`config.mk`:
```
export PLATFORM = sky130hd
export DESIGN_NAME = i3c_target_top
export DESIGN_NICKNAME = d
export VERILOG_FILES = /design/src/i3c_target_pkg.sv /design/src/flow_standby_i3c.sv /design/src/i3c_target_top.sv /design/src/rx_word_builder.sv /design/src/tti_fifo.sv /design/src/tx_byte_server.sv
export SDC_FILE = /design/constraint.sdc
export NUM_CORES = 1
export LEC_CHECK = 0
export ABC_AREA = 0
export BUFFER_PORTS_ARGS = -buffer_cell sky130_fd_sc_hd__buf_2
export CELL_PAD_IN_SITES_DETAIL_PLACEMENT = 0
export CELL_PAD_IN_SITES_GLOBAL_PLACEMENT = 1
export CORE_MARGIN = 8
export CORE_UTILIZATION = 46
export CTS_BUF_LIST = sky130_fd_sc_hd__clkbuf_16
export DETAILED_ROUTE_END_ITERATION = 6
export PLACE_DENSITY_LB_ADDON = 0.1
export SLEW_MARGIN = 0
export SYNTH_ARGS = -nofsm -noshare
export SYNTH_HDL_FRONTEND = slang
export SYNTH_SLANG_ARGS = --single-unit
```
`constraint.sdc`:
```
create_clock -name clk_i -period 5.7 [get_ports clk_i]
set_clock_uncertainty 0.15 [all_clocks]
set_input_delay 1.14 -clock clk_i [delete_from_list [all_inputs] [get_ports clk_i]]
set_output_delay 1.14 -clock clk_i [all_outputs]
set_load 0.01 [all_outputs]
```
`src/i3c_target_pkg.sv`:
```
package i3c_target_pkg;

  // Queue word width as seen by the TTI queues
  localparam int unsigned TTI_WORD_W = 32;
  // RX queue entry carries one extra bit marking a descriptor
  localparam int unsigned RX_Q_W = TTI_WORD_W + 1;

  // Queue depths in words
  localparam int unsigned RX_Q_DEPTH = 8;
  localparam int unsigned TX_Q_DEPTH = 8;

  // Per-transfer byte counter width
  localparam int unsigned BYTE_CNT_W = 12;

  // Transfer type codes from the bus engine
  localparam logic [1:0] XFER_WRITE = 2'd0;
  localparam logic [1:0] XFER_READ = 2'd1;
  localparam logic [1:0] XFER_CCC = 2'd2;
  localparam logic [1:0] XFER_INVALID = 2'd3;

  // Descriptor appended after the data of each transfer
  typedef struct packed {
    // Always zero
    logic [8:0] reserved;
    // Set when the transfer type was invalid
    logic err;
    logic [1:0] xfer_type;
    // Zero unless the transfer was a CCC
    logic [7:0] ccc_code;
    // Data bytes only, the CCC code byte is not counted
    logic [BYTE_CNT_W-1:0] byte_cnt;
  } rx_desc_t;

  // One queue word, either four bus bytes or a descriptor
  typedef union packed {
    // Byte 0 is the first byte seen on the bus
    logic [3:0][7:0] data;
    rx_desc_t desc;
  } tti_word_u;

endpackage

```
`src/flow_standby_i3c.sv`:
```
module flow_standby_i3c (
  input  logic                      clk_i,
  input  logic                      rst_ni,
  input  logic                      enable_i,
  // Transfer framing from the bus engine
  input  logic                      transfer_start_i,
  input  logic                      transfer_stop_i,
  input  logic [1:0]                transfer_type_i,
  // Bytes received from the bus
  input  logic                      rx_byte_valid_i,
  input  logic [7:0]                rx_byte_i,
  output logic                      rx_byte_ready_o,
  // Bytes sent onto the bus
  output logic                      tx_byte_valid_o,
  output logic [7:0]                tx_byte_o,
  input  logic                      tx_byte_ready_i,
  // Towards the word builder
  output logic                      bld_byte_valid_o,
  output logic [7:0]                bld_byte_o,
  input  logic                      bld_byte_ready_i,
  output logic                      flush_req_o,
  output logic                      desc_valid_o,
  output i3c_target_pkg::tti_word_u desc_word_o,
  input  logic                      desc_ready_i,
  // From the TX byte server
  input  logic                      srv_byte_valid_i,
  input  logic [7:0]                srv_byte_i,
  output logic                      srv_byte_ready_o
);

  typedef enum logic [3:0] {
    Idle,
    TransferWait,
    TransferStart,
    TransferWrite,
    TransferRead,
    TransferCCC,
    TransferDrop,
    Flush,
    Describe
  } fsm_state_e;

  fsm_state_e state, state_next;
  fsm_state_e type_state, stop_state;
  logic [1:0] xfer_type;
  logic [7:0] ccc_code;
  // CCC code byte already taken
  logic ccc_seen;
  logic [i3c_target_pkg::BYTE_CNT_W-1:0] byte_cnt;
  logic fwd_en;

  // Data state for the captured type
  always_comb begin
    unique case (xfer_type)
      i3c_target_pkg::XFER_WRITE: type_state = TransferWrite;
      i3c_target_pkg::XFER_READ: type_state = TransferRead;
      i3c_target_pkg::XFER_CCC: type_state = TransferCCC;
      default: type_state = TransferDrop;
    endcase
  end

  // Reads end without a descriptor, dropped transfers skip the flush
  always_comb begin
    unique case (xfer_type)
      i3c_target_pkg::XFER_READ: stop_state = TransferWait;
      i3c_target_pkg::XFER_INVALID: stop_state = Describe;
      default: stop_state = Flush;
    endcase
  end

  always_comb begin
    state_next = state;
    unique case (state)
      Idle: begin
        if (enable_i) begin
          state_next = TransferWait;
        end
      end
      TransferWait: begin
        if (transfer_start_i) begin
          state_next = TransferStart;
        end else if (!enable_i) begin
          state_next = Idle;
        end
      end
      // Stop may follow start directly on an empty transfer
      TransferStart: begin
        state_next = transfer_stop_i ? stop_state : type_state;
      end
      TransferWrite, TransferRead, TransferCCC, TransferDrop: begin
        if (transfer_stop_i) begin
          state_next = stop_state;
        end
      end
      Flush: state_next = Describe;
      Describe: begin
        if (desc_ready_i) begin
          state_next = TransferWait;
        end
      end
      default: state_next = Idle;
    endcase
  end

  always_ff @(posedge clk_i or negedge rst_ni) begin
    if (!rst_ni) begin
      state <= Idle;
      xfer_type <= i3c_target_pkg::XFER_WRITE;
      ccc_code <= '0;
      ccc_seen <= 1'b0;
      byte_cnt <= '0;
    end else begin
      state <= state_next;
      // Type is valid together with the start pulse
      if ((state == TransferWait) && transfer_start_i) begin
        xfer_type <= transfer_type_i;
        ccc_code <= '0;
        ccc_seen <= 1'b0;
        byte_cnt <= '0;
      end
      if ((state == TransferCCC) && !ccc_seen && rx_byte_valid_i) begin
        ccc_code <= rx_byte_i;
        ccc_seen <= 1'b1;
      end
      if (bld_byte_valid_o && bld_byte_ready_i) begin
        byte_cnt <= byte_cnt + 1'b1;
      end
    end
  end

  // Write data and CCC data after the code go to the builder
  assign fwd_en = (state == TransferWrite) || ((state == TransferCCC) && ccc_seen);
  assign bld_byte_valid_o = fwd_en && rx_byte_valid_i;
  assign bld_byte_o = rx_byte_i;
  // The code byte and dropped bytes are taken right away
  assign rx_byte_ready_o = fwd_en ? bld_byte_ready_i :
                           (state == TransferDrop) || ((state == TransferCCC) && !ccc_seen);

  // Server output reaches the bus only during a read
  assign tx_byte_valid_o = (state == TransferRead) && srv_byte_valid_i;
  assign tx_byte_o = srv_byte_i;
  assign srv_byte_ready_o = (state == TransferRead) && tx_byte_ready_i;

  assign flush_req_o = (state == Flush);
  assign desc_valid_o = (state == Describe);

  always_comb begin
    desc_word_o = '0;
    desc_word_o.desc.err = (xfer_type == i3c_target_pkg::XFER_INVALID);
    desc_word_o.desc.xfer_type = xfer_type;
    desc_word_o.desc.ccc_code = ccc_code;
    desc_word_o.desc.byte_cnt = byte_cnt;
  end

  // The bus engine only opens a transfer once the previous one is closed
  a_start_in_wait: assert property (@(posedge clk_i) disable iff (!rst_ni)
    transfer_start_i |-> (state == TransferWait));

endmodule

```
`src/i3c_target_top.sv`:
```
module i3c_target_top (
  input  logic                                  clk_i,
  input  logic                                  rst_ni,
  input  logic                                  enable_i,
  input  logic                                  transfer_start_i,
  input  logic                                  transfer_stop_i,
  input  logic [1:0]                            transfer_type_i,
  // Bus RX bytes
  input  logic                                  rx_byte_valid_i,
  input  logic [7:0]                            rx_byte_i,
  output logic                                  rx_byte_ready_o,
  // Bus TX bytes
  output logic                                  tx_byte_valid_o,
  output logic [7:0]                            tx_byte_o,
  input  logic                                  tx_byte_ready_i,
  // RX queue read port
  output logic                                  rx_queue_rvalid_o,
  output logic [i3c_target_pkg::TTI_WORD_W-1:0] rx_queue_rdata_o,
  output logic                                  rx_queue_rdesc_o,
  input  logic                                  rx_queue_rready_i,
  // TX queue write port
  input  logic                                  tx_queue_wvalid_i,
  input  logic [i3c_target_pkg::TTI_WORD_W-1:0] tx_queue_wdata_i,
  output logic                                  tx_queue_wready_o
);

  // Controller to builder
  logic bld_byte_valid;
  logic [7:0] bld_byte;
  logic bld_byte_ready;
  logic flush_req;
  logic desc_valid;
  i3c_target_pkg::tti_word_u desc_word;
  logic desc_ready;

  // Builder to RX queue
  logic rx_q_wvalid;
  logic [i3c_target_pkg::RX_Q_W-1:0] rx_q_wdata;
  logic rx_q_wready;
  logic [i3c_target_pkg::RX_Q_W-1:0] rx_q_rdata;

  // TX queue to server, server to controller
  logic tx_q_rvalid;
  logic [i3c_target_pkg::TTI_WORD_W-1:0] tx_q_rdata;
  logic tx_q_rready;
  logic srv_byte_valid;
  logic [7:0] srv_byte;
  logic srv_byte_ready;

  // Top bit of an RX entry marks a descriptor
  assign rx_queue_rdata_o = rx_q_rdata[i3c_target_pkg::TTI_WORD_W-1:0];
  assign rx_queue_rdesc_o = rx_q_rdata[i3c_target_pkg::RX_Q_W-1];

  flow_standby_i3c flow_standby_i3c_inst (
    .clk_i, .rst_ni, .enable_i,
    .transfer_start_i, .transfer_stop_i, .transfer_type_i,
    .rx_byte_valid_i, .rx_byte_i, .rx_byte_ready_o,
    .tx_byte_valid_o, .tx_byte_o, .tx_byte_ready_i,
    .bld_byte_valid_o(bld_byte_valid), .bld_byte_o(bld_byte),
    .bld_byte_ready_i(bld_byte_ready), .flush_req_o(flush_req),
    .desc_valid_o(desc_valid), .desc_word_o(desc_word), .desc_ready_i(desc_ready),
    .srv_byte_valid_i(srv_byte_valid), .srv_byte_i(srv_byte),
    .srv_byte_ready_o(srv_byte_ready)
  );

  rx_word_builder rx_word_builder_inst (
    .clk_i, .rst_ni,
    .byte_valid_i(bld_byte_valid), .byte_i(bld_byte), .byte_ready_o(bld_byte_ready),
    .flush_req_i(flush_req), .desc_valid_i(desc_valid),
    .desc_word_i(desc_word), .desc_ready_o(desc_ready),
    .q_wvalid_o(rx_q_wvalid), .q_wdata_o(rx_q_wdata), .q_wready_i(rx_q_wready)
  );

  tti_fifo #(
    .DataWidth(i3c_target_pkg::RX_Q_W),
    .Depth(i3c_target_pkg::RX_Q_DEPTH)
  ) rx_fifo_inst (
    .clk_i, .rst_ni,
    .wvalid_i(rx_q_wvalid), .wdata_i(rx_q_wdata), .wready_o(rx_q_wready),
    .rvalid_o(rx_queue_rvalid_o), .rdata_o(rx_q_rdata), .rready_i(rx_queue_rready_i)
  );

  tti_fifo #(
    .DataWidth(i3c_target_pkg::TTI_WORD_W),
    .Depth(i3c_target_pkg::TX_Q_DEPTH)
  ) tx_fifo_inst (
    .clk_i, .rst_ni,
    .wvalid_i(tx_queue_wvalid_i), .wdata_i(tx_queue_wdata_i), .wready_o(tx_queue_wready_o),
    .rvalid_o(tx_q_rvalid), .rdata_o(tx_q_rdata), .rready_i(tx_q_rready)
  );

  tx_byte_server tx_byte_server_inst (
    .clk_i, .rst_ni,
    .q_rvalid_i(tx_q_rvalid), .q_rdata_i(tx_q_rdata), .q_rready_o(tx_q_rready),
    .byte_valid_o(srv_byte_valid), .byte_o(srv_byte), .byte_ready_i(srv_byte_ready)
  );

endmodule

```
`src/rx_word_builder.sv`:
```
module rx_word_builder (
  input  logic                                clk_i,
  input  logic                                rst_ni,
  // Data bytes from the flow controller
  input  logic                                byte_valid_i,
  input  logic [7:0]                          byte_i,
  output logic                                byte_ready_o,
  // End of data and descriptor
  input  logic                                flush_req_i,
  input  logic                                desc_valid_i,
  input  i3c_target_pkg::tti_word_u           desc_word_i,
  output logic                                desc_ready_o,
  // Write port of the RX queue
  output logic                                q_wvalid_o,
  output logic [i3c_target_pkg::RX_Q_W-1:0]   q_wdata_o,
  input  logic                                q_wready_i
);

  // Next free byte lane in the staging word
  logic [1:0] lane;
  i3c_target_pkg::tti_word_u stage;
  i3c_target_pkg::tti_word_u partial;
  // Partial word still to be written
  logic flush_pend;
  logic slot_free;
  logic byte_acc;
  logic push_word;
  logic push_flush;
  logic push_desc;

  // Output register is free or empties this cycle
  assign slot_free = !q_wvalid_o || q_wready_i;
  assign byte_ready_o = slot_free && !flush_pend;
  // Descriptor only once every data byte has left
  assign desc_ready_o = slot_free && !flush_pend && (lane == 2'd0);

  assign byte_acc = byte_valid_i && byte_ready_o;
  assign push_word = byte_acc && (lane == 2'd3);
  assign push_flush = flush_pend && slot_free;
  assign push_desc = desc_valid_i && desc_ready_o;

  // Unused lanes of a partial word read as zero
  always_comb begin
    partial = stage;
    for (int i = 0; i < 4; i++) begin
      if (i >= lane) begin
        partial.data[i] = 8'h00;
      end
    end
  end

  always_ff @(posedge clk_i or negedge rst_ni) begin
    if (!rst_ni) begin
      q_wvalid_o <= 1'b0;
      lane <= '0;
      flush_pend <= 1'b0;
    end else begin
      if (q_wready_i) begin
        q_wvalid_o <= 1'b0;
      end
      if (push_word || push_flush || push_desc) begin
        q_wvalid_o <= 1'b1;
      end
      // Lane wraps to zero after the fourth byte
      if (byte_acc) begin
        lane <= lane + 2'd1;
      end else if (push_flush) begin
        lane <= '0;
      end
      // An empty staging word needs no flush
      if (flush_req_i && (lane != 2'd0)) begin
        flush_pend <= 1'b1;
      end else if (push_flush) begin
        flush_pend <= 1'b0;
      end
    end
  end

  always_ff @(posedge clk_i) begin
    if (byte_acc) begin
      stage.data[lane] <= byte_i;
    end
    // Marker bit is the top bit of the queue entry
    if (push_word) begin
      q_wdata_o <= {1'b0, byte_i, stage.data[2:0]};
    end else if (push_flush) begin
      q_wdata_o <= {1'b0, partial};
    end else if (push_desc) begin
      q_wdata_o <= {1'b1, desc_word_i};
    end
  end

  // The controller stops forwarding bytes before it flushes
  a_no_byte_on_flush: assert property (@(posedge clk_i) disable iff (!rst_ni)
    flush_req_i |-> !byte_acc);

endmodule

```
`src/tti_fifo.sv`:
```
module tti_fifo #(
  parameter int unsigned DataWidth = i3c_target_pkg::TTI_WORD_W,
  parameter int unsigned Depth = i3c_target_pkg::RX_Q_DEPTH
) (
  input  logic                 clk_i,
  input  logic                 rst_ni,
  // Write side
  input  logic                 wvalid_i,
  input  logic [DataWidth-1:0] wdata_i,
  output logic                 wready_o,
  // Read side where the first word falls through
  output logic                 rvalid_o,
  output logic [DataWidth-1:0] rdata_o,
  input  logic                 rready_i
);

  localparam int unsigned PtrW = $clog2(Depth);
  localparam int unsigned CntW = $clog2(Depth + 1);

  logic [DataWidth-1:0] mem[Depth];
  logic [PtrW-1:0] wptr;
  logic [PtrW-1:0] rptr;
  logic [CntW-1:0] count;
  logic push;
  logic pop;

  // Head of the queue is always on the read port
  assign rvalid_o = (count != '0);
  assign rdata_o = mem[rptr];
  // A full queue still takes a word when the head leaves in the same cycle
  assign wready_o = (count != CntW'(Depth)) || rready_i;

  assign push = wvalid_i && wready_o;
  assign pop = rvalid_o && rready_i;

  always_ff @(posedge clk_i or negedge rst_ni) begin
    if (!rst_ni) begin
      wptr <= '0;
      rptr <= '0;
      count <= '0;
    end else begin
      if (push) begin
        wptr <= (wptr == PtrW'(Depth - 1)) ? '0 : wptr + 1'b1;
      end
      if (pop) begin
        rptr <= (rptr == PtrW'(Depth - 1)) ? '0 : rptr + 1'b1;
      end
      // Occupancy moves by at most one
      if (push && !pop) begin
        count <= count + 1'b1;
      end else if (pop && !push) begin
        count <= count - 1'b1;
      end
    end
  end

  // Storage written only on an accepted push
  always_ff @(posedge clk_i) begin
    if (push) begin
      mem[wptr] <= wdata_i;
    end
  end

  // A full queue has its write pointer wrapped back onto the head
  a_no_overflow: assert property (@(posedge clk_i) disable iff (!rst_ni)
    (count == CntW'(Depth)) |-> (wptr == rptr));
  // An empty queue has no word left between the pointers
  a_no_underflow: assert property (@(posedge clk_i) disable iff (!rst_ni)
    (count == '0) |-> (wptr == rptr));

endmodule

```
`src/tx_byte_server.sv`:
```
module tx_byte_server (
  input  logic                                  clk_i,
  input  logic                                  rst_ni,
  // Read port of the TX queue
  input  logic                                  q_rvalid_i,
  input  logic [i3c_target_pkg::TTI_WORD_W-1:0] q_rdata_i,
  output logic                                  q_rready_o,
  // Bytes towards the bus
  output logic                                  byte_valid_o,
  output logic [7:0]                            byte_o,
  input  logic                                  byte_ready_i
);

  logic [3:0][7:0] word;
  // Next byte to send, zero is the least significant
  logic [1:0] idx;
  // Word holds bytes still to send
  logic held;

  // Fetch only when nothing is left
  assign q_rready_o = !held;
  assign byte_valid_o = held;
  assign byte_o = word[idx];

  always_ff @(posedge clk_i or negedge rst_ni) begin
    if (!rst_ni) begin
      held <= 1'b0;
      idx <= '0;
    end else begin
      if (q_rvalid_i && q_rready_o) begin
        held <= 1'b1;
        idx <= '0;
      end else if (byte_valid_o && byte_ready_i) begin
        idx <= idx + 2'd1;
        // Last byte of the word
        if (idx == 2'd3) begin
          held <= 1'b0;
        end
      end
    end
  end

  // Kept across transfers until every byte is sent
  always_ff @(posedge clk_i) begin
    if (q_rvalid_i && q_rready_o) begin
      word <= q_rdata_i;
    end
  end

endmodule
```
---- Yosys cells after proc, flatten, opt, wreduce, memory -nomap -nowiden ----
Memory sizes are Yosys's and may differ from the RTL's. A register that Yosys moved wholly into a read port is not among the register bits.
Index checks and enable logic that the tools add are counted.
word-level totals
  flip-flop bits (word level) ............. 119
  latch bits .............................. 0
  RAM bits ................................ 520
  bits in read-only memories .............. 0
  bits of input ports ..................... 51
  output and inout bits ................... 45
  word-level logic and storage cells ...... 170
  memories ................................ 2
memory list
  memory            words  width  read ports  clocked after Yosys merged registers in  write ports  RTL line        RTL
  rx_fifo_inst.mem  8      33     1           0                                        1            tti_fifo.sv:20  logic [DataWidth-1:0] mem[Depth];
  tx_fifo_inst.mem  8      32     1           1                                        1            tti_fifo.sv:20
cells by class
  $add $sub $neg .......................... 11
  multipliers ............................. 0
  div/mod/pow operators ................... 0
  $lt $le $gt $ge ......................... 6
  equal/unequal tests ..................... 23
  shift operators ......................... 0
  mux-type cells .......................... 50
  bitwise logic cells ..................... 0
  reductions and logical operators ........ 59
operators by type and width
  kind                                                                    count
  32-bit 2-to-1 mux                                                       3
  8-bit 2-to-1 mux                                                        7
  4-bit 2-to-1 mux                                                        10
  32-bit bitwise mux                                                      1
  1-bit logical AND                                                       24
  12-bit 2-to-1 mux                                                       2
  4-bit case mux with 6 select lines                                      1
  2-bit nonzero test                                                      10
  8-bit binary-select mux with 2-bit select                               1
  8-bit demux with 2-bit select                                           1
  4-bit by 3-bit equality test with 1-bit output (second input constant)  4
  1-bit 2-to-1 mux                                                        14
  12-bit by 1-bit adder with 12-bit output (second input constant)        1
  3-bit by 1-bit adder with 3-bit output (second input constant)          4
  3-bit equality test (second input constant)                             4
  3-bit 2-to-1 mux                                                        4
  3-bit case mux with 3 select lines                                      1
  4-bit by 1-bit adder with 4-bit output (second input constant)          2
  2-bit equality test (second input constant)                             4
  4-bit by 2-bit equality test with 1-bit output (second input constant)  2
  1-bit zero test                                                         8
  2-bit 2-to-1 mux                                                        4
  4-bit != test (second input constant)                                   2
  4-bit case mux with 2 select lines                                      1
  20 further kinds                                                        34

---- Longest topological paths before layout ----
Gate-level depths: netlist of the first run.
  depth in word-level cells ............... 9
  depth in mapped cells ................... 11
  depth with buffers taken out ............ 11

---- Modules after synthesis ----
A second synthesis of the first run with hierarchy kept.
unflattened totals
  cell total of the unflattened synthesis .. 1292
  area, all modules ....................... 26575.5 µm²
by module, submodules not included
  module                   instances  cells each  area each (µm²)  seq. area each (µm²)
  tti_fifo (rx_fifo_inst)  1          448         10650.2          8177.8
  tti_fifo (tx_fifo_inst)  1          438         10294.9          7937.6
  rx_word_builder          1          162         2586.2           1801.7
  flow_standby_i3c         1          188         1740.4           675.6
  tx_byte_server           1          56          1303.8           1036.0

---- Worst setup path before layout of the first run ----
Ideal clock, no wire load.
  kind .................................... in2reg
  start ................................... in rx_queue_rready_i
  end ..................................... mem rx_fifo_inst.mem[0][0] (netlist name) (enable)
  setup time .............................. 0.506 ns
  arrival ................................. 4.506 ns
  data required time ...................... 5.044 ns
  setup slack ............................. 0.539 ns
  cell stages on the path ................. 4
  path buffers ............................ 0
  cell sequence ........................... nor2b_1 nand2_1 nand2_1 nor4_1
between the ends
  cells in the longest elaborated chain, start to end .. 4
ends and longest elaborated chain
  element                                 RTL line              RTL
  start: declaration                      i3c_target_top.sv:20  input logic rx_queue_rready_i,
  1-bit logical OR                        tti_fifo.sv:31        assign wready_o = (count != CntW'(Depth)) || rready_i;
  1-bit logical AND                       tti_fifo.sv:33        assign push = wvalid_i && wready_o;
  1-bit 2-to-1 mux                        tti_fifo.sv:59        if (push) begin
  1-bit 2-to-1 mux (implied by the code)  tti_fifo.sv:60        mem[wptr] <= wdata_i;
  end: declaration                        tti_fifo.sv:20
No other way between the ends.

---- Final worst setup path of the first run ----
  start ................................... reg rx_fifo_inst.rptr[0]
  end ..................................... out rx_queue_rdata_o[18] (netlist name)
between the ends
  cells in the longest elaborated chain, start to end .. 1
ends and longest elaborated chain
  element                   RTL line              RTL
  start: declaration        tti_fifo.sv:22        logic [PtrW-1:0] rptr;
  start signal: assignment  tti_fifo.sv:46        rptr <= (rptr == PtrW'(Depth - 1)) ? '0 : rptr + 1'b1;
  memory 8 x 33 bit         n/a
  end: declaration          i3c_target_top.sv:18  output logic [i3c_target_pkg::TTI_WORD_W-1:0] rx_queue_rdata_o,
No other way between the ends.

==> results of run 1 <==
==> layout make-up <==
| cell class | instances | area, um2 |
|---|---|---|
| clock inverters | 52 | 496.7 |
| multi-input cells | 502 | 6190 |
| flip-flops and latches | 663 | 19640 |
| clock buffers | 74 | 1852 |
| fillers | 4453 | 26290 |
| well taps | 756 | 945.9 |
| repair buffers | 126 | 708.2 |
| inverters | 13 | 48.80 |
==> kinds of logic (layout without fill, tap and decap cells) <==
kind of cell             count (synthesis)  in the layout  share of synthesized area, %
AO/OA/AOI/OAI                           94             94                         2.878
XOR/XNOR                                 8              8                        0.2695
adder cells (fa/ha/maj)                 27             27                         1.357
buffers and inverters                   64            265                         1.165
flip-flops                             663            663                         75.49
multiplexers                           223            223                         15.62
AND/OR/NAND/NOR                        150            150                         3.224
==> per-layer routing <==
| layer | vias to the layer above | routed length, um | part of all wire, % | GRT usage [%] |
|---|---|---|---|---|
| met3 | 61 | 2568 | 4.7 | 3.180 |
| met2 | 245 | 25070 | 46 | 26.02 |
| li1 | 5418 | - | - | - |
| met5 | - | 26 | 0.048 | 0 |
| met1 | 6381 | 25590 | 47 | 25.19 |
| met4 | 4 | 827 | 1.5 | 4.723 |
==> worst max-delay path by stage <==
stage | slack [ps] | from | cells past startpoint | endpoint
4_1_cts | 1170 | rx_fifo_inst.rptr[0] | 4 | rx_queue_rdata_o[20]
3_3_place_gp | 1860 | rx_fifo_inst.rptr[0] | 4 | rx_queue_rdata_o[20]
3_5_place_dp | 1830 | rx_fifo_inst.rptr[0] | 4 | rx_queue_rdata_o[20]
6_report | 1310 | rx_fifo_inst.rptr[0] | 4 | rx_queue_rdata_o[18]
2_1_floorplan | 540 | rx_queue_rready_i | 4 | rx_fifo_inst.mem[0][0]
5_1_grt | 1070 | rx_fifo_inst.rptr[0] | 4 | rx_queue_rdata_o[20]
==> through the flow <==
stage | std cells | hold slack (ps) | area, um2
2_1_floorplan | 1229 | 295.4 | 26000
3_3_place_gp | 2060 | 336.4 | 27530
3_5_place_dp | 2060 | 339.7 | 27530
4_1_cts | 2186 | 354.3 | 29880
5_1_grt | 2186 | 366.0 | 29880
6_report | 2186 | 351.7 | 29880
==> critical path: cells and delay by family, from the launching register on <==
kind / cells / cell delay (ps)
buffers and inverters: 2 / 600
muxes: 2 / 820
DFF: 1 / 1050
==> cells in the mapped netlist (3+ instances only) <==
cell,n
dfrtp_1,54
buf_6,3
a22o_1,32
nand2b_1,7
nand3_1,12
buf_2,17
ha_1,25
mux4_2,138
and3b_1,5
and4_1,5
a21o_1,7
nor4_1,7
buf_1,7
and2_1,12
inv_1,12
edfxtp_1,608
a21oi_1,9
o21ai_1,5
nand3b_1,3
and3_1,7
mux2_2,77
nor2_1,26
a221o_1,4
nor2b_1,4
mux2i_1,7
or3_1,3
clkbuf_1,19
nand4_1,6
nand2_1,28
buf_4,5
nor3_1,13
o21ai_0,8
xnor2_1,7
a31oi_1,4
==> power by group <==
group | total [mW] | switching (mW) | internal [mW] | leakage, nW
combinational | 3.38 | 1.60 | 1.78 | 2.60
clock | 4.60 | 1.81 | 2.80 | 1.19
sequential | 6.80 | 0.729 | 6.07 | 6.18
==> registers in the layout, indices dropped and copies added, names as in the netlist, 2 cells and up <==
name,count
rx_fifo_inst.mem,264
rx_fifo_inst.wptr,3
flow_standby_i3c_inst.state,4
flow_standby_i3c_inst.xfer_type,2
flow_standby_i3c_inst.ccc_code,8
rx_word_builder_inst.q_wdata_o,33
flow_standby_i3c_inst.byte_cnt,12
tx_byte_server_inst.idx,2
rx_fifo_inst.count,4
tx_fifo_inst.count,4
tx_fifo_inst.mem,256
rx_fifo_inst.rptr,3
rx_word_builder_inst.lane,2
tx_fifo_inst.rptr,3
rx_word_builder_inst.stage,24
tx_fifo_inst.wptr,3
tx_byte_server_inst.word,32
==> results.toml, run 1 <==
[outcome]
status = "finished clean"

[logic_synthesis]
synth_top_area_cell = "edfxtp_1"
netlist_instances = 1229
synth_cell_type_count = 67
ys_async_sr_fraction_pct = 8.145
syn_avg_cell_area_um2 = 21.16
synth_edf_count = 608
yosys_most_used_dff = "edfxtp_1"
ys.warnings.count = 0
syn_nets = 1307
synth_area_um2 = 26000
yosysSeqAreaShare_pct = 75.49
synth_top_area_share_pct = 70.22
ys_top_cells_by_area = "edfxtp_1 (70%), mux4_2 (12%), dfrtp_1 (5.2%)"
synth-seq-cells = 663

[route]
vias_per_cell = 5.539
drt-initial-drc-count = 915
drc = 0
vias = 12109
drt-total-wl_mm = 54.08
ant_nets = 0
wl_per_cell_um = 24.74
dr.pass1.iters = 5

[pwr]
p_leak_nw = 9.971
ir_worst_vdd_mv = 0.2461
power_mw = 14.78
p_per_area_nw_per_um2 = 494.7

[job]
maxCapViolCount = 0

[final_layout]
final_common_cell = "edfxtp_1"
final_cell_mix = "edfxtp_1 (608), mux4_2 (138), buf_2 (95), mux2_2 (77), clkbuf_16 (74)"
drive_gt1_share_pct = 33.22
syn2layout_area_growth_pct = 14.92
final_nets = 1454
num_antenna_cells = 0
final_util_pct = 53.20

[sta]
report.final.slew_viol_count = 0
fin_ws_ps = 1315
finalSetupViolCount = 0
final-hold-violation-count = 0
period_needed_ps = 4385
relSlewSlack_pct = 24.40
fmax_mhz = 228.0
timing.final.crit_share_pct = 76.94
rsz0062_at_grt = "false"
timing.setup.tns_ps = 0
worst_pin_slew_ps = 1131

[critical_path]
crit_type = "reg -> out"
reg2reg_depth = 9
crit_path_max_fanout = 47
cpPeakStageDelay_ps = 1050
cp.required_ps = 4410
cp.arrival_ps = 3100
crit_chain = "buf_4, mux4_2, mux2_2, buf_2"
rr_endpoint = "rx_fifo_inst.count[3]"
rr_startpoint = "rx_fifo_inst.count[0]"
r2r_slack_ps = 2610
crit_slowest_cell = "dfrtp_4"
end_kind = "output port"
cp-start-kind = "flop"

[die]
die_x_um = 253.8
die_area_um2 = 64390
start_util_pct = 46.29
die_h_um = 253.8
rows = 87
core_um2 = 56170
io_pins = 96

[grt]
antenna_found_initial = 2
grt_max_degree = 49
grt.total_usage_pct = 17.06
grt_pass1_vias = 12811
grt_pass1_wl_mm = 81.70
overflow = 0

[clock_tree]
tritoncts = "done"
clk_latency_ps = 590
holdBufCountCts = 0
cts.clk_slew.worst_paths_ps = 60
root_buffer = "clkbuf_16"
cts_buffer_depth = 3
cts.repair.resized = 0
numCtsBuffers = 70
cts.sinks = 663
post-cts-setup-buffers = 0
htreeDepth = 3

[hold_path]
min_to = "tx_fifo_inst.count[3]"
hold_class = "reg -> reg"
hold_depth = 1
hold_path.startpoint = "tx_fifo_inst.count[3]"

[place]
dpl.hpwl_mm = 31.45
gp_congestion = 0.7506
port_buffers = 95
pre_cts_slack_ps = 1829
No activity file was read; power rests on OpenSTA's default activity.
==> run 2: changes to the inputs <==
Clock period 5.7 ns to 3.9 ns, I/O delays scaled along.
==> run 2 against run 1 <==
Effect of this change:
- cell count is 0.14% higher
- core utilization about the same
- die area unchanged
- final area about the same
- combinational power up 56%
- sequential share of layout area is essentially flat
- hold slack worse by 250 ps
- flip-flop and latch count stayed put
- critical path depth is the same
- first-iteration DRC count shrank 3.5%
- worst setup slack worse by 1000 ps
- non-clock buffer count grew 5
- critical endpoint is now rx_queue_rdata_o[30]
- highest routed layer is now met4
==> results.toml, run 2 (synthesis gave the netlist of run 1 again) <==
[sta]
timing.hold.ws_ps = 99.24
fmax_mhz = 278.2
timing.setup.tns_ps = 0
period_needed_ps = 3595
rsz0062_at_grt = "false"
worst_pin_slew_ps = 806.7
timing.final.crit_share_pct = 92.17
final-hold-violation-count = 0
relSlewSlack_pct = 46.22
finalSetupViolCount = 0
fin_ws_ps = 305.2
report.final.slew_viol_count = 0

[clock_tree]
cts.sinks = 663
cts.clk_slew.worst_paths_ps = 60
cts.repair.resized = 0
root_buffer = "clkbuf_16"
numCtsBuffers = 70
tritoncts = "done"
holdBufCountCts = 0
clk_latency_ps = 590
cts_buffer_depth = 3
post-cts-setup-buffers = 0
htreeDepth = 3

[critical_path]
rr_endpoint = "rx_fifo_inst.count[3]"
cp-start-kind = "flop"
end_kind = "output port"
rr_startpoint = "rx_fifo_inst.count[0]"
cp.arrival_ps = 2660
r2r_slack_ps = 950
cp.required_ps = 2970
crit_type = "reg -> out"
reg2reg_depth = 11
crit_path_max_fanout = 20

[pwr]
power_mw = 21.36
ir_worst_vdd_mv = 0.5578
p_leak_nw = 9.977
p_per_area_nw_per_um2 = 715.0

[place]
gp_congestion = 0.7523
pre_cts_slack_ps = 865.9
dpl.hpwl_mm = 32.61
port_buffers = 95
dpl.cell_count = 2065

[outcome]
status = "finished clean"

[die]
die_x_um = 253.8
core_um2 = 56170
die_area_um2 = 64390
io_pins = 96
die_h_um = 253.8
rows = 87
start_util_pct = 46.29

[final_layout]
syn2layout_area_growth_pct = 14.90
fillers = 4458
ff_latch_area_um2 = 19640
final_cell_mix = "edfxtp_1 (608), mux4_2 (138), buf_2 (95), mux2_2 (77), clkbuf_16 (72)"
drive_gt1_share_pct = 33.01
largest_register_ff_count = 264
final_common_cell = "edfxtp_1"
final_nets = 1459
top_regs = "rx_fifo_inst.mem: 264 flops, tx_fifo_inst.mem: 256 flops, rx_word_builder_inst.q_wdata_o: 33 flops"
num_antenna_cells = 0
stdcell_count = 2189
regMostFlops = "rx_fifo_inst.mem"
multi_input_area_um2 = 6213

[route]
ant_nets = 0
vias_per_cell = 5.596
drt-initial-drc-count = 883
drt-total-wl_mm = 54.39
wl_per_cell_um = 24.85
vias = 12249
dr.pass1.iters = 4
drc = 0

[grt]
grt.total_usage_pct = 17.18
antenna_found_initial = 2
overflow = 0
grt_pass1_wl_mm = 82.58
grt_pass1_vias = 12909
grt_max_degree = 39

[hold_path]
hold_class = "in -> async"

[job]
maxCapViolCount = 0
-- run 2: routing by layer --
| metal | share of wire, % | wire length [um] | vias up | GRT usage, % |
|---|---|---|---|---|
| met5 | 0 | 0 | - | 0 |
| met4 | 1.7 | 930 | 0 | 4.560 |
| met3 | 4.7 | 2582 | 83 | 2.853 |
| met2 | 46 | 24980 | 252 | 25.84 |
| met1 | 48 | 25900 | 6493 | 26.01 |
| li1 | - | - | 5421 | - |
-- run 2: layout make-up --
class                   instances  area share (%)
multi-input cells             502           20.80
flip-flops and latches        663           65.74
clock inverters                52           1.273
inverters                      13          0.1633
clock buffers                  72           6.031
well taps                     756           3.166
repair buffers                131           2.831
-- run 2: worst max path at each step --
stage | startpoint | to | cells after the start
6_report | rx_fifo_inst.rptr[0] | rx_queue_rdata_o[30] | 4
5_1_grt | rx_fifo_inst.rptr[0] | rx_queue_rdata_o[26] | 4
4_1_cts | rx_fifo_inst.rptr[0] | rx_queue_rdata_o[26] | 4
3_5_place_dp | rx_queue_rready_i | rx_byte_ready_o | 6
3_3_place_gp | rx_queue_rready_i | rx_byte_ready_o | 6
2_1_floorplan | rx_queue_rready_i | rx_fifo_inst.mem[4][0] | 4
-- run 2: critical path: stages (launching register included) --
cell and delay [ps]:
dfrtp_4 690, buf_4 380, mux4_2 540, mux2_2 300
buf_2 150
-- run 2: where the power goes --
group	switching (mW)	internal (mW)	total [mW]
Sequential	0.893	8.88	9.77
Clock	2.63	3.68	6.31
Combinational	2.58	2.70	5.28
-- run 2: per-stage QoR --
step / utilization (%) / instance area, um2
2_1_floorplan: - / 26020
3_3_place_gp: 49.31 / 27690
3_5_place_dp: 49.31 / 27690
4_1_cts: 53.19 / 29880
5_1_grt: 53.19 / 29880
6_report: 53.19 / 29880
==> run 3: changes to the inputs <==
Settings changed: ABC_AREA 0 to 1.
==> run 3 against run 2 <==
Effect of this change:
- clock power about the same
- worst setup slack improved by 39 ps
- count of clock-buffer cells in the layout increased by 2
- hold slack improved by 65 ps
- synthesized cell count increased by 72%
- wire length increased by 17%
- core utilization decreased by 0.38 points
- fmax increased by 1.1%
- critical path depth increased by 2
- synthesized area increased by 3.3%
- first-iteration DRC count increased by 28%
- critical endpoint is now rx_queue_rdata_o[20]
- largest cell class unchanged
==> results.toml, run 3 <==
[clock_tree]
cts.clk_slew.worst_paths_ps = 60
cts_buffer_depth = 3
holdBufCountCts = 0
clk_latency_ps = 600
cts.sinks = 663
htreeDepth = 3
cts.repair.resized = 0
root_buffer = "clkbuf_16"
tritoncts = "done"
post-cts-setup-buffers = 0
numCtsBuffers = 70

[sta]
relSlewSlack_pct = 41.30
timing.setup.tns_ps = 0
rsz0062_at_grt = "false"
final-hold-violation-count = 0
period_needed_ps = 3555
fmax_mhz = 281.3
report.final.slew_viol_count = 0
worst_pin_slew_ps = 880.5
timing.final.crit_share_pct = 91.17
finalSetupViolCount = 0

[grt]
antenna_found_initial = 9
grt.total_usage_pct = 18.88
grt_pass1_vias = 16400
grt_pass1_wl_mm = 97.61
grt_max_degree = 81
overflow = 0

[route]
dr.pass1.iters = 4
vias_per_cell = 5.399
vias = 16391
wl_per_cell_um = 20.90
drt-total-wl_mm = 63.45
drt-initial-drc-count = 1132
ant_nets = 0
drc = 0

[outcome]
status = "finished clean"

[place]
gp_congestion = 0.7578
port_buffers = 95
placed_area_um2 = 28270
dpl.hpwl_mm = 36.42

[logic_synthesis]
syn_avg_cell_area_um2 = 12.70
synth_top_area_cell = "edfxtp_1"
yosysMostFrequentCell = "edfxtp_1"
synth_cell_type_count = 41
syn_nets = 2192
netlist_instances = 2114
synth_edf_count = 608
ys_async_sr_fraction_pct = 8.145
synth_top_area_share_pct = 68.00
yosysSeqAreaShare_pct = 73.11
synth_commonest_cells = "edfxtp_1 (608), nand2_1 (391), nor2_1 (259)"
ys.warnings.count = 0
ys_top_cells_by_area = "edfxtp_1 (68%), nand2_1 (5.5%), dfrtp_1 (5.0%)"
yosys_most_used_dff = "edfxtp_1"
synth-seq-cells = 663
synth_area_um2 = 26850

[critical_path]
cpPeakStageDelay_ps = 910
rr_startpoint = "tx_fifo_inst.count[0]"
cpMostUsedCell = "nand2_1"
rr_endpoint = "tx_fifo_inst.count[3]"
cp.required_ps = 2970
crit_chain = "buf_4, mux2i_1, o22ai_1, nand2_1, nand2_1, buf_2"
cp.arrival_ps = 2630
crit_slowest_cell = "dfrtp_4"
end_kind = "output port"
crit_type = "reg -> out"
cp-start-kind = "flop"
reg2reg_depth = 13
r2r_slack_ps = 1140
crit_path_max_fanout = 52

[die]
io_pins = 96
rows = 88
die_x_um = 257.6
die_h_um = 257.6
start_util_pct = 46.53
die_area_um2 = 66350
core_um2 = 57700

[final_layout]
regMostFlops = "rx_fifo_inst.mem"
final_common_cell = "edfxtp_1"
top_regs = "rx_fifo_inst.mem: 264 flops, tx_fifo_inst.mem: 256 flops, rx_word_builder_inst.q_wdata_o: 33 flops"
syn2layout_area_growth_pct = 13.49
drive_gt1_share_pct = 12.59
final_nets = 2291
final_cell_mix = "edfxtp_1 (608), nand2_1 (391), o21ai_0 (250), nor2_1 (243), o22ai_1 (138)"
largest_register_ff_count = 264
stdcell_area_um2 = 30470
fillers = 4943

[pwr]
p_leak_nw = 11.06
ir_worst_vdd_mv = 0.4185
p_per_area_nw_per_um2 = 724.2

[job]
maxCapViolCount = 0

[hold_path]
hold_class = "in -> async"
==> run 3: changes by cell type after synthesis, moves of 75 or more <==
cell | before | now
nor2_1 | 26 | 259
mux2_2 | 77 | 2
mux4_2 | 138 | 0
nand2_1 | 28 | 391
o21ai_0 | 8 | 250
o22ai_1 | 0 | 138
==> run 3: metal layers <==
layer,part of all wire [%],vias up,global-route usage [%]
li1,-,7845,-
met1,43,8123,24.07
met2,50,331,32.61
met3,4.5,90,3.296
met4,2.2,2,6.171
met5,0.020,-,0
==> run 3: cell families after synthesis <==
group,share of synthesized area (%)
simple gates,11.29
fa+ha+maj,1.314
xor+xnor,0.1305
flops,73.11
buf+inv,2.908
mux,2.544
compound gates,8.701
==> run 3: where the power goes <==
| group | internal, mW | leakage, nW | total [mW] | switching [mW] |
|---|---|---|---|---|
| combinational | 2.04 | 3.68 | 6.27 | 4.23 |
| clock | 3.68 | 1.16 | 6.33 | 2.65 |
| sequential | 8.79 | 6.22 | 9.47 | 0.675 |
| total | 14.5 | 11.1 | 22.1 | 7.55 |
==> run 3: cell type report <==
cell class	count	area, um2	share of cell area [%]
Sequential cell	663	19640	64.46
Multi-Input combinational cell	1273	6574	21.57
Clock buffer	74	1852	6.077
Tap cell	765	957.2	3.141
Timing Repair Buffer	140	850.8	2.792
Clock inverter	49	332.8	1.092
Inverter	65	245.2	0.8048
Antenna cell	7	17.52	0.05749
==> run 3: critical path: cells and delay by family, from the launching register on <==
family | cells | cell delay [ps]
mux | 1 | 240
compound gates | 1 | 80
buf+inv | 2 | 640
simple gates | 2 | 170
flops | 1 | 910
==> run 3: worst max-delay path by stage <==
| stage | startpoint | end | cells after the start |
|---|---|---|---|
| final | rx_fifo_inst.rptr[0] | rx_queue_rdata_o[20] | 6 |
| after CTS | rx_fifo_inst.rptr[0] | rx_queue_rdata_o[11] | 6 |
| after floorplan | tx_fifo_inst.count[2] | tx_fifo_inst.count[3] | 12 |
| after global routing | rx_fifo_inst.rptr[0] | rx_queue_rdata_o[15] | 6 |
| after detailed placement | rx_fifo_inst.rptr[0] | rx_queue_rdata_o[11] | 6 |
| after global placement | rx_fifo_inst.rptr[0] | rx_queue_rdata_o[11] | 6 |
==> run 3: per-stage QoR <==
step	instances	utilization, %	setup slack [ps]	power (mW)	hold WS (ps)
global placement	2906	49.00	963.9	15.91	350.4
CTS	3029	52.78	288.5	22.39	166.0
finish	3036	52.81	344.6	22.07	164.1
global route	3031	52.79	134.1	23.37	211.1
detailed placement	2906	49.00	915.5	16.01	349.1
floorplan	2114	-	584.4	13.61	313.6
